--- src/source/astro_pkg.sv ---
package astro_pkg;

    // grid and datapath widths
    localparam int COORD_W = 4;
    localparam int MOVE_W  = 6;
    localparam int LIVES_W = 4;

    localparam logic [LIVES_W-1:0] LIVES_INIT = 4'd3;

    // ship never moves
    localparam logic [COORD_W-1:0] SHIP_X = 4'd1;
    localparam logic [COORD_W-1:0] SHIP_Y = 4'd0;

    // asteroid enters at the right edge
    localparam logic [COORD_W-1:0] SPAWN_X = 4'd15;
    localparam logic [COORD_W-1:0] SPAWN_Y = 4'd6;

    // x moves faster on the far half of the grid
    localparam logic [COORD_W-1:0] STEP_NEAR = 4'd1;
    localparam logic [COORD_W-1:0] STEP_FAR  = 4'd2;
    localparam logic [COORD_W-1:0] FAR_LIMIT = 4'd8;

    // move vector is {up, down, right, left, special, shot}
    localparam int MOVE_SHOT = 0;

    typedef enum logic [2:0] {
        IDLE    = 3'd0,
        PLAY    = 3'd1,
        STEP_X  = 3'd2,
        STEP_Y  = 3'd3,
        RESOLVE = 3'd4,
        OVER    = 3'd5
    } game_state_t;

endpackage

--- src/source/dp_ctrl_if.sv ---
`timescale 1ns/1ns

interface dp_ctrl_if;

    // control strobes
    logic spawn;
    logic latch_move;
    logic en_x;
    logic en_y;
    logic sel_x;
    logic sel_far;
    logic load_lives;
    logic dec_lives;

    // datapath status
    logic x_far;
    logic y_zero;
    logic row_match;
    logic ship_hit_pos;
    logic shot;
    logic lives_zero;

    modport ctrl (
        output spawn, latch_move, en_x, en_y, sel_x, sel_far, load_lives, dec_lives,
        input  x_far, y_zero, row_match, ship_hit_pos, shot, lives_zero
    );

    modport dp (
        input  spawn, latch_move, en_x, en_y, sel_x, sel_far, load_lives, dec_lives,
        output x_far, y_zero, row_match, ship_hit_pos, shot, lives_zero
    );

endinterface

--- src/source/asteroid_game.sv ---
`timescale 1ns/1ns

module asteroid_game (
    input  logic                          clock,
    input  logic                          arst_n,
    input  logic                          start,
    input  logic                          tick,
    input  logic [astro_pkg::MOVE_W-1:0]  move,
    output logic [astro_pkg::COORD_W-1:0] asteroid_x,
    output logic [astro_pkg::COORD_W-1:0] asteroid_y,
    output logic [astro_pkg::LIVES_W-1:0] lives,
    output logic                          game_over,
    output logic                          hit,
    output logic                          collision,
    output logic [astro_pkg::MOVE_W-1:0]  move_db
);

    dp_ctrl_if bus ();

    game_control u_control (
        .clock     (clock),
        .arst_n    (arst_n),
        .start     (start),
        .tick      (tick),
        .bus       (bus),
        .hit       (hit),
        .collision (collision),
        .game_over (game_over)
    );

    // coordinates, move latch and lives
    game_datapath u_datapath (
        .clock      (clock),
        .arst_n     (arst_n),
        .move       (move),
        .bus        (bus),
        .asteroid_x (asteroid_x),
        .asteroid_y (asteroid_y),
        .lives      (lives),
        .move_db    (move_db)
    );

endmodule

--- src/source/game_control.sv ---
`timescale 1ns/1ns

module game_control (
    input  logic    clock,
    input  logic    arst_n,
    input  logic    start,
    input  logic    tick,
    dp_ctrl_if.ctrl bus,
    output logic    hit,
    output logic    collision,
    output logic    game_over
);
    import astro_pkg::*;

    game_state_t state;
    game_state_t state_next;
    logic        settle;
    logic        hit_now;
    logic        crash_now;

    // resolve runs two cycles to judge then apply
    assign hit_now   = (state == RESOLVE) && !settle && bus.shot && bus.row_match;
    assign crash_now = (state == RESOLVE) && !settle && !hit_now && bus.ship_hit_pos;

    always_comb begin
        state_next     = state;
        bus.spawn      = 1'b0;
        bus.latch_move = 1'b0;
        bus.en_x       = 1'b0;
        bus.en_y       = 1'b0;
        bus.sel_x      = 1'b0;
        bus.sel_far    = 1'b0;
        bus.load_lives = 1'b0;
        bus.dec_lives  = 1'b0;
        case (state)
            IDLE, OVER: begin
                if (start) begin
                    bus.load_lives = 1'b1;
                    bus.spawn      = 1'b1;
                    state_next     = PLAY;
                end
            end
            PLAY: begin
                if (bus.lives_zero) begin
                    state_next = OVER;
                end else if (tick) begin
                    bus.latch_move = 1'b1;
                    state_next     = STEP_X;
                end
            end
            STEP_X: begin
                bus.en_x    = 1'b1;
                bus.sel_x   = 1'b1;
                bus.sel_far = bus.x_far;
                state_next  = STEP_Y;
            end
            STEP_Y: begin
                // y parks on row 0
                bus.en_y   = !bus.y_zero;
                state_next = RESOLVE;
            end
            RESOLVE: begin
                if (settle) begin
                    bus.spawn     = hit || collision;
                    bus.dec_lives = collision;
                    state_next    = PLAY;
                end
            end
            default: state_next = IDLE;
        endcase
    end

    always_ff @(posedge clock or negedge arst_n) begin
        if (!arst_n) begin
            state     <= IDLE;
            settle    <= 1'b0;
            hit       <= 1'b0;
            collision <= 1'b0;
            game_over <= 1'b0;
        end else begin
            state     <= state_next;
            settle    <= (state == RESOLVE) && !settle;
            hit       <= hit_now;
            collision <= crash_now;
            game_over <= (state_next == OVER);
        end
    end

    over_means_no_lives: assert property (
        @(posedge clock) disable iff (!arst_n)
        game_over |-> bus.lives_zero
    ) else $error("game_control: game_over with lives remaining");

endmodule

--- src/source/game_datapath.sv ---
`timescale 1ns/1ns

module game_datapath (
    input  logic                          clock,
    input  logic                          arst_n,
    input  logic [astro_pkg::MOVE_W-1:0]  move,
    dp_ctrl_if.dp                         bus,
    output logic [astro_pkg::COORD_W-1:0] asteroid_x,
    output logic [astro_pkg::COORD_W-1:0] asteroid_y,
    output logic [astro_pkg::LIVES_W-1:0] lives,
    output logic [astro_pkg::MOVE_W-1:0]  move_db
);
    import astro_pkg::*;

    logic [MOVE_W-1:0]  move_q;
    logic [COORD_W-1:0] coord_x;
    logic [COORD_W-1:0] coord_y;
    logic [COORD_W-1:0] operand;
    logic [COORD_W-1:0] step;
    logic [COORD_W-1:0] diff;

    // player move, only sampled on a tick
    always_ff @(posedge clock or negedge arst_n) begin
        if (!arst_n) begin
            move_q <= '0;
        end else if (bus.latch_move) begin
            move_q <= move;
        end
    end

    // one subtractor shared by both coordinates
    assign operand = bus.sel_x ? coord_x : coord_y;
    assign step    = bus.sel_far ? STEP_FAR : STEP_NEAR;

    // wraps modulo 16
    assign diff = operand - step;

    always_ff @(posedge clock or negedge arst_n) begin
        if (!arst_n) begin
            coord_x <= '0;
        end else if (bus.spawn) begin
            coord_x <= SPAWN_X;
        end else if (bus.en_x) begin
            coord_x <= diff;
        end
    end

    always_ff @(posedge clock or negedge arst_n) begin
        if (!arst_n) begin
            coord_y <= '0;
        end else if (bus.spawn) begin
            coord_y <= SPAWN_Y;
        end else if (bus.en_y) begin
            coord_y <= diff;
        end
    end

    life_counter u_lives (
        .clock  (clock),
        .arst_n (arst_n),
        .load   (bus.load_lives),
        .dec    (bus.dec_lives),
        .count  (lives),
        .zero   (bus.lives_zero)
    );

    // status back to control
    assign bus.x_far        = (coord_x >= FAR_LIMIT);
    assign bus.y_zero       = (coord_y == '0);
    assign bus.row_match    = (coord_y == SHIP_Y);
    assign bus.ship_hit_pos = (coord_x == SHIP_X) && (coord_y == SHIP_Y);
    assign bus.shot         = move_q[MOVE_SHOT];

    assign asteroid_x = coord_x;
    assign asteroid_y = coord_y;
    assign move_db    = move_q;

    // the subtractor serves one coordinate per cycle
    one_coord_per_cycle: assert property (
        @(posedge clock) disable iff (!arst_n)
        !(bus.en_x && bus.en_y)
    ) else $error("game_datapath: en_x and en_y raised together");

endmodule

--- src/source/life_counter.sv ---
`timescale 1ns/1ns

module life_counter (
    input  logic                          clock,
    input  logic                          arst_n,
    input  logic                          load,
    input  logic                          dec,
    output logic [astro_pkg::LIVES_W-1:0] count,
    output logic                          zero
);
    import astro_pkg::*;

    assign zero = (count == '0);

    always_ff @(posedge clock or negedge arst_n) begin
        if (!arst_n) begin
            count <= '0;
        end else if (load) begin
            count <= LIVES_INIT;
        end else if (dec && !zero) begin
            // holds at zero, no wrap to 15
            count <= count - 1'b1;
        end
    end

    // control must stop asking for decrements once lives are gone
    dec_when_empty: assert property (
        @(posedge clock) disable iff (!arst_n)
        !(dec && zero)
    ) else $error("life_counter: dec requested with zero lives");

endmodule
--- config.mk ---
export PLATFORM = sky130hd
export DESIGN_NAME = asteroid_game
export DESIGN_NICKNAME = d
export VERILOG_FILES = /design/src/source/astro_pkg.sv /design/src/source/dp_ctrl_if.sv /design/src/source/asteroid_game.sv /design/src/source/game_control.sv /design/src/source/game_datapath.sv /design/src/source/life_counter.sv
export SDC_FILE = /design/constraint.sdc
export NUM_CORES = 1
export LEC_CHECK = 0
export BUFFER_PORTS_ARGS = -buffer_cell sky130_fd_sc_hd__clkbuf_2
export CAP_MARGIN = 20
export CORE_ASPECT_RATIO = 0.8
export CORE_UTILIZATION = 35
export CTS_CLUSTER_DIAMETER = 120
export DETAILED_ROUTE_END_ITERATION = 10
export SLEW_MARGIN = 30
export SYNTH_ARGS = -nofsm -noshare
export SYNTH_HDL_FRONTEND = slang
export SYNTH_SLANG_ARGS = --single-unit
--- constraint.sdc ---
create_clock -name clock -period 2.53 [get_ports clock]
set_input_delay 0.506 -clock clock [delete_from_list [all_inputs] [get_ports clock]]
set_output_delay 0.506 -clock clock [all_outputs]
set_load 0.02 [all_outputs]
==> results of run 1 <==
-- Yosys cell counts, drive strengths merged (2+ instances only) --
library cell / instances / area share
nand2: 8 / 0.023
o22ai: 2 / 0.014
a21oi: 6 / 0.023
o21ai: 5 / 0.019
a211o: 2 / 0.013
mux2: 6 / 0.052
and3: 2 / 0.011
nor3: 6 / 0.023
nand2b: 4 / 0.019
nor2: 10 / 0.031
nor2b: 2 / 0.0096
buf: 4 / 0.027
nand3: 6 / 0.027
inv: 5 / 0.014
mux2i: 4 / 0.031
dfrtp: 25 / 0.48
o211ai: 2 / 0.011
ha: 3 / 0.029
-- final timing paths --
check | cells after the start | start | slack (ps) | endpoint
worst max-delay path | 8 | u_control.state[0] | 190 | u_datapath.asteroid_y[2]
worst min-delay path | 1 | arst_n | 230 | u_control.game_over
min in group clock | 2 | move[4] | 460 | u_datapath.move_db[4]
max in group asynchronous | 1 | arst_n | 1890 | u_datapath.move_db[2]
worst min register to register | 1 | u_datapath.move_db[0] | 490 | u_control.collision
worst max register to register | 8 | u_control.state[0] | 190 | u_datapath.asteroid_y[2]
-- sequential cells by signal (all words and copies together) (netlist names) --
name / count
u_control.settle: 1
u_datapath.move_db: 6
u_datapath.u_lives.count: 4
u_control.state: 3
u_control.hit: 1
u_control.game_over: 1
u_control.collision: 1
u_datapath.asteroid_x: 4
u_datapath.asteroid_y: 4
-- area by class of cell --
type | count | area (sq um)
fill | 340 | 1940
multi-input combinational | 86 | 632
sequential | 25 | 626
timing repair buffer | 33 | 173
tap | 42 | 52.6
clock buffer | 3 | 41.3
inverter | 5 | 18.8
clock inverter | 1 | 7.51
-- critical path, cell delays in order, from the launching register on --
cell and delay [ps]:
dfrtp_1 500, nor3b_4 280, buf_4 200, nand2_1 110
ha_1 250, fa_1 420, nand3_1 130, nor3_1 50
a211o_1 280
-- timing repair --
action                     CTS  global route
resized for setup            0             1
setup endpoints to repair    0             1
setup buffers                0             0
-- metal layers --
metal  up-vias  share of wire  wire (um)  GRT usage
met1       484           0.49       1280      0.207
met5         -              0          0          0
met4         0         0.0046         12     0.0257
met3         2          0.049        128     0.0377
met2        22           0.46       1200      0.234
li1        490              -          -          -
-- cells in the final DEF, fill, tap and decap left out, types with 2 or more instances in the layout --
| master | n |
|---|---|
| nand2_1 | 8 |
| o21ai_0 | 5 |
| dfrtp_1 | 25 |
| o211ai_1 | 2 |
| nor2_1 | 9 |
| clkbuf_2 | 30 |
| buf_4 | 3 |
| mux2_2 | 6 |
| nand3_1 | 5 |
| mux2i_1 | 3 |
| a21oi_1 | 6 |
| a211o_1 | 2 |
| clkbuf_8 | 3 |
| nor2b_1 | 2 |
| ha_1 | 3 |
| inv_1 | 5 |
| nand2b_1 | 4 |
| nor3_1 | 6 |
-- report_power, final --
group          internal [mW]  total, mW  switching (mW)
clock network          0.112      0.241           0.130
registers              0.510      0.622           0.112
logic                  0.316      0.737           0.420
-- logic make-up after synthesis --
kind of cell / after synthesis / share of synthesized area
flops: 25 / 0.478
compound gates: 21 / 0.106
xor+xnor: 1 / 0.00670
fa+ha+maj: 4 / 0.0440
mux: 10 / 0.0823
simple gates: 50 / 0.241
buf+inv: 9 / 0.0411
==> impl_metrics.py, run 1 <==
metrics = {
    "status": {
        "outcome": "finished, final reports clean",
    },
    "cells_and_area": {
        "syn_to_final_growth_pct": 18.6,
        "antenna_cells": 0,
        "final_util": 0.444,
        "finalInstanceArea_sq_um": 1550,
        "final_cells": 195,
        "drive_gt1_frac": 0.353,
        "fin_nets": 168,
    },
    "synthesis": {
        "synth_edf_count": 0,
        "synth_flop_cell": "dfrtp_1",
        "ys_seq_area_frac": 0.478,
        "synth-seq-cells": 25,
        "yosysUniqueCellTypes": 42,
        "yosys_warnings": 0,
        "synth.avg_cell_area_sq_um": 10.9,
        "netlist_instances": 120,
        "syn-cell-area_sq_um": 1310,
        "postSynth.asyncResetShare": 1.00,
        "synth_nets": 134,
    },
    "timing": {
        "finalHoldViolations": 0,
        "worst_slew_margin_rel": 0.576,
        "setup_violations": 0,
        "period_needed_ps": 2340,
        "worst-slew-pin-transition_ps": 630,
        "setup_tns_ps": 0,
        "hold_slack_ps": 231,
        "slew_viol_final": 0,
        "rsz0062_at_grt": "false",
        "post-route-period-util": 0.926,
        "timing.final.ws_setup_ps": 186,
        "fmax_mhz": 427,
        "finalClockSkew_ps": 3.61,
    },
    "pwr": {
        "power_mw": 1.60,
        "leakagePower_nw": 0.724,
        "power_density_nw_per_um2": 1030,
        "vdd_drop_max_mv": 0.603,
    },
    "setup_path": {
        "critPathLaunchType": "flip-flop",
        "crit_type": "flip-flop to flip-flop",
        "path_max_fanout": 11,
        "cp.required_ps": 2690,
        "worst_ep_arrival_time_ps": 2510,
        "end_kind": "flip-flop",
    },
    "placed_design": {
        "place_ws_ps": 202,
        "hpwlAfterDp_um": 2000,
        "dpl.cell_count": 191,
        "gp_congestion": 0.904,
        "place_area_sq_um": 1500,
        "io_buffers": 30,
    },
    "global_route": {
        "grt_pass1_vias": 979,
        "antenna_found_initial": 0,
        "grt_usage": 0.148,
        "grt_pass1_wl_um": 4630,
        "grt_max_degree": 26,
        "overflow": 0,
    },
    "routing": {
        "vias": 998,
        "viasPerCell": 5.12,
        "wire_per_inst_um": 13.4,
        "first_pass_iters": 4,
        "drc": 0,
        "drtAntennaViolNets": 0,
        "wl_um": 2620,
        "first_iter_violations": 43,
    },
    "clocking": {
        "cts_tree": "yes",
        "clock_path_buffers": 2,
        "clk_pin_slew_ps": 90,
        "hold_buffers": 0,
        "cts.sinks": 25,
        "clockRootBuffer": "clkbuf_8",
        "insertion_delay_ps": 270,
        "cts-buffers-inserted": 3,
        "htreeDepth": 1,
    },
    "floorplanning": {
        "die_w_um": 70.3,
        "die_h_um": 56.7,
        "num_rows": 19,
        "dieArea_sq_um": 3990,
        "core_sq_um": 3490,
        "ioPinCount": 31,
        "initial_core_util": 0.374,
    },
    "run": {
        "drv_cap": 0,
    },
    "hold_path": {
        "hold_path.class": "primary input to asynchronous set/reset pin",
    },
}
Note: power is estimated with default switching activity, not from simulation.
==> inputs of run 2 (changes only) <==
--- a/config.mk
+++ b/config.mk
@@ -8,7 +8,7 @@
 export BUFFER_PORTS_ARGS = -buffer_cell sky130_fd_sc_hd__clkbuf_2
 export CAP_MARGIN = 20
 export CORE_ASPECT_RATIO = 0.8
-export CORE_UTILIZATION = 35
+export CORE_UTILIZATION = 40
 export CTS_CLUSTER_DIAMETER = 120
 export DETAILED_ROUTE_END_ITERATION = 10
 export SLEW_MARGIN = 30
==> run 2 against run 1 <==
Effect of this change: routed wire length shrank 3.8%; fmax grew 7.0%; non-clock buffer count increased by 1; sequential share of layout area about the same; via count grew 0.80%; highest routed layer unchanged; sequential cell count stayed put; sequential power is 3% lower; clock power barely moved; die area is 12% lower; cell area about the same.
==> impl_metrics.py, run 2 (same netlist as run 1, synthesis figures left out) <==
metrics = {
    "status": {
        "outcome": "finished, final reports clean",
    },
    "pwr": {
        "leakagePower_nw": 0.728,
        "switchingPower_uw": 649,
        "clockPowerShare": 0.151,
        "pwr-share-seq": 0.381,
        "power_density_nw_per_um2": 1020,
        "power_mw": 1.59,
        "vdd_drop_max_mv": 0.459,
        "intPower_uw": 940,
        "p_comb_frac": 0.469,
        "p_sw_frac": 0.409,
    },
    "cells_and_area": {
        "multiInputGateArea_sq_um": 628,
        "syn_to_final_growth_pct": 18.7,
        "fin_nets": 169,
        "seqCellArea_sq_um": 626,
        "final_util": 0.499,
        "fillCellCount": 302,
        "drive_gt1_frac": 0.351,
        "final_cell_mix": "clkbuf_2 (30), dfrtp_1 (25), nor2_1 (9)",
        "largest_reg_flops": 6,
        "antenna_cells": 0,
        "layout_commonest_cell": "clkbuf_2",
    },
    "placed_design": {
        "hpwlAfterDp_um": 1970,
        "place_ws_ps": 339,
        "io_buffers": 30,
        "gp_congestion": 0.812,
    },
    "timing": {
        "setup_tns_ps": 0,
        "timing.final.ws_setup_ps": 339,
        "fmax_mhz": 456,
        "rsz0062_at_grt": "false",
        "worst-slew-pin-transition_ps": 686,
        "post-route-period-util": 0.866,
        "period_needed_ps": 2190,
        "setup_violations": 0,
        "slew_viol_final": 0,
        "worst_slew_margin_rel": 0.539,
        "finalClockSkew_ps": 2.85,
        "hold_slack_ps": 226,
        "finalHoldViolations": 0,
    },
    "clocking": {
        "cts_resized": 0,
        "clock_path_buffers": 2,
        "cts-buffers-inserted": 3,
        "cts.sinks": 25,
        "cts_tree": "yes",
        "cts_setup_buffers": 0,
        "clk_pin_slew_ps": 90,
        "clockRootBuffer": "clkbuf_8",
        "hold_buffers": 0,
        "htreeDepth": 1,
        "insertion_delay_ps": 270,
    },
    "setup_path": {
        "path_max_fanout": 2,
        "end_kind": "flip-flop",
        "worst_ep_arrival_time_ps": 2350,
        "cp.required_ps": 2680,
        "r2r_cells": 8,
        "critPathLaunchType": "flip-flop",
        "crit_type": "flip-flop to flip-flop",
    },
    "global_route": {
        "overflow": 0,
        "antenna_found_initial": 0,
        "grt_pass1_vias": 888,
        "grt_usage": 0.158,
        "grt_pass1_wl_um": 4030,
        "grt_max_degree": 26,
    },
    "routing": {
        "wire_per_inst_um": 13.0,
        "vias": 1006,
        "wl_um": 2520,
        "drtAntennaViolNets": 0,
        "drc": 0,
        "viasPerCell": 5.19,
        "first_iter_violations": 88,
        "first_pass_iters": 4,
    },
    "floorplanning": {
        "ioPinCount": 31,
        "core_sq_um": 3110,
        "die_w_um": 65.9,
        "initial_core_util": 0.421,
        "num_rows": 18,
        "dieArea_sq_um": 3500,
        "die_h_um": 53.1,
    },
    "run": {
        "drv_cap": 0,
    },
    "hold_path": {
        "hold_path.class": "primary input to asynchronous set/reset pin",
    },
}
[run 2: cell types whose count changed in the layout (fill, tap and decap cells not counted)]
cell	previous run	this run
mux2i_2	1	0
buf_4	3	4
mux2i_1	3	4
[run 2: per-stage QoR]
step	cells	area, sq um
6_report	194	1550
5_1_grt	194	1550
4_1_cts	194	1550
3_5_place_dp	190	1500
3_3_place_gp	190	1500
2_1_floorplan	120	1310
[run 2: layout make-up]
type,instances,share of cell area
multi-input combinational,86,0.405
sequential,25,0.403
timing repair buffer,34,0.116
tap,40,0.0323
clock buffer,3,0.0266
inverter,5,0.0121
clock inverter,1,0.00484
[run 2: layer usage]
metal | GRT usage | wire, um
met4 | 0.0217 | 10
met3 | 0.0453 | 143
met2 | 0.243 | 1140
met5 | 0 | 0
met1 | 0.225 | 1220
[run 2: worst max-delay path: stages, from the launching register on]
cell and delay, ps:
dfrtp_1 410, nor3b_4 220, mux2i_1 320, inv_1 80
ha_1 290, nor2b_1 160, or3_1 330, o211ai_1 170
o31ai_1 90
[run 2: path summary, 6_finish.rpt]
path | start | endpoint | slack, ps
max reg2reg | u_control.state[0] | u_datapath.asteroid_y[3] | 340
max in group asynchronous | arst_n | u_datapath.asteroid_x[3] | 1910
max | u_control.state[0] | u_datapath.asteroid_y[3] | 340
min reg2reg | u_datapath.move_db[0] | u_control.collision | 480
min | arst_n | u_control.game_over | 230
min in group clock | start | u_control.game_over | 460
[run 2: power groups by stage]
stage | registers (mW) | clock network, mW | logic, mW
floorplan | 0.684 | 0 | 0.482
global placement | 0.607 | 0 | 0.743
detailed placement | 0.613 | 0 | 0.747
CTS | 0.607 | 0.246 | 0.749
global route | 0.624 | 0.262 | 0.821
finish | 0.605 | 0.239 | 0.745
==> inputs of run 3 (changes only) <==
--- a/config.mk
+++ b/config.mk
@@ -5,12 +5,12 @@
 export SDC_FILE = /design/constraint.sdc
 export NUM_CORES = 1
 export LEC_CHECK = 0
-export BUFFER_PORTS_ARGS = -buffer_cell sky130_fd_sc_hd__clkbuf_2
 export CAP_MARGIN = 20
 export CORE_ASPECT_RATIO = 0.8
 export CORE_UTILIZATION = 40
 export CTS_CLUSTER_DIAMETER = 120
 export DETAILED_ROUTE_END_ITERATION = 10
+export DONT_BUFFER_PORTS = 1
 export SLEW_MARGIN = 30
 export SYNTH_ARGS = -nofsm -noshare
 export SYNTH_HDL_FRONTEND = slang
==> run 3 against run 2 <==
Effect of this change: global-route usage decreased by 0.18 points; first-iteration DRC count decreased by 50%; cell area down 9.0%; non-clock buffer count decreased by 29; combinational power is 26% lower; hold slack lost 21 ps; die area stayed put; critical endpoint unchanged; critical path depth unchanged; clock-buffer cell count unchanged.
==> impl_metrics.py, run 3 (same netlist as run 1, synthesis figures left out) <==
metrics = {
    "pwr": {
        "intPower_uw": 888,
        "power_density_nw_per_um2": 1090,
        "pwr-share-seq": 0.482,
        "vdd_drop_max_mv": 0.627,
        "p_sw_frac": 0.422,
        "clockPowerShare": 0.161,
        "p_comb_frac": 0.357,
        "switchingPower_uw": 649,
        "leakagePower_nw": 0.613,
        "power_mw": 1.54,
    },
    "timing": {
        "period_needed_ps": 2360,
        "setup_violations": 0,
        "setup_tns_ps": 0,
        "hold_slack_ps": 204,
        "slew_viol_final": 0,
        "post-route-period-util": 0.934,
        "worst-slew-pin-transition_ps": 682,
        "fmax_mhz": 423,
        "rsz0062_at_grt": "false",
        "finalClockSkew_ps": 1.98,
        "worst_slew_margin_rel": 0.541,
        "timing.final.ws_setup_ps": 168,
        "finalHoldViolations": 0,
    },
    "clocking": {
        "clk_pin_slew_ps": 90,
        "clockRootBuffer": "clkbuf_8",
        "insertion_delay_ps": 270,
        "htreeDepth": 1,
        "cts.sinks": 25,
        "cts_tree": "yes",
        "clock_path_buffers": 2,
        "cts-buffers-inserted": 3,
    },
    "routing": {
        "drc": 0,
        "wire_per_inst_um": 15.1,
        "first_iter_violations": 44,
        "first_pass_iters": 4,
        "drtAntennaViolNets": 0,
        "viasPerCell": 5.56,
        "wl_um": 2490,
        "vias": 917,
    },
    "placed_design": {
        "gp_congestion": 0.757,
        "io_buffers": 0,
        "place_area_sq_um": 1350,
        "place_ws_ps": 120,
        "dpl.cell_count": 159,
        "hpwlAfterDp_um": 1850,
    },
    "global_route": {
        "antenna_found_initial": 0,
        "grt_usage": 0.157,
        "overflow": 0,
        "grt_max_degree": 26,
        "grt_pass1_wl_um": 3960,
        "grt_pass1_vias": 864,
    },
    "hold_path": {
        "hold_path.class": "primary input to asynchronous set/reset pin",
    },
    "cells_and_area": {
        "final_cells": 165,
        "fin_nets": 140,
        "syn_to_final_growth_pct": 7.94,
        "final_util": 0.454,
        "final_cell_mix": "dfrtp_1 (25), nor2_1 (9), nand2_1 (8)",
        "drive_gt1_frac": 0.208,
        "layout_commonest_cell": "dfrtp_1",
        "antenna_cells": 0,
        "largest_reg_flops": 6,
        "finalInstanceArea_sq_um": 1410,
    },
    "run": {
        "drv_cap": 0,
    },
    "setup_path": {
        "crit_type": "flip-flop to flip-flop",
        "worst_ep_arrival_time_ps": 2520,
        "path_max_fanout": 11,
        "cp.required_ps": 2690,
        "critPathLaunchType": "flip-flop",
        "end_kind": "flip-flop",
    },
    "floorplanning": {
        "die_h_um": 53.1,
        "core_sq_um": 3110,
        "num_rows": 18,
        "initial_core_util": 0.421,
        "die_w_um": 65.9,
        "ioPinCount": 31,
        "dieArea_sq_um": 3500,
    },
    "status": {
        "outcome": "finished, final reports clean",
    },
}
## run 3: cell types whose count changed in the layout (fill, tap and decap cells not counted)
cell        change
mux2i_1         -1
inv_6           +1
clkbuf_2       -30
clkinvlp_4      -1
buf_2           +1
mux2i_2         +1
## run 3: final timing paths
| kind | cells after the start | from | endpoint | slack [ps] |
|---|---|---|---|---|
| min in group clock | 1 | start | u_control.game_over | 320 |
| max | 8 | u_control.state[0] | u_datapath.asteroid_y[3] | 170 |
| min | 1 | arst_n | u_datapath.u_lives.count[3] | 200 |
| max reg2reg | 8 | u_control.state[0] | u_datapath.asteroid_y[3] | 170 |
| max in group asynchronous | 1 | arst_n | u_control.settle | 1970 |
| min reg2reg | 1 | u_control.settle | u_control.settle | 540 |
## run 3: repair_timing
action,4_1_cts,5_1_grt
endpoints found under the setup margin,0,1
gates resized for setup,0,1
buffers inserted,0,1
hold buffers,1,0
hold endpoints to repair,25,0
## run 3: area by class of cell
class	count	area [sq um]
clock inverters	1	8.76
flip-flops and latches	25	626
well taps	40	50.0
clock buffers	3	41.3
multi-input cells	86	632
repair buffers	5	35.0
fillers	294	1700
inverters	5	18.8
## run 3: power groups by stage
stage          sequential, mW  combinational, mW  clock [mW]
6_report                0.740              0.549       0.247
5_1_grt                 0.757              0.600       0.268
4_1_cts                 0.738              0.536       0.255
3_5_place_dp            0.743              0.523           0
3_3_place_gp            0.743              0.504           0
2_1_floorplan           0.684              0.482           0
## run 3: per-layer routing
| metal | global-route usage | part of all wire | vias to the layer above |
|---|---|---|---|
| met1 | 0.209 | 0.47 | 445 |
| met3 | 0.0517 | 0.065 | 3 |
| met4 | 0.0435 | 0.0084 | 0 |
| met2 | 0.241 | 0.45 | 30 |
| met5 | 0 | 0 | - |
| li1 | - | - | 439 |
## run 3: worst max-delay path, cell delays in order (launching register included)
cell and delay, ps:
dfrtp_1 500, nor3b_4 320, mux2i_2 310, inv_1 70, ha_1 280, nor2b_1 160, or3_1 330, o211ai_1 170
o31ai_1 90
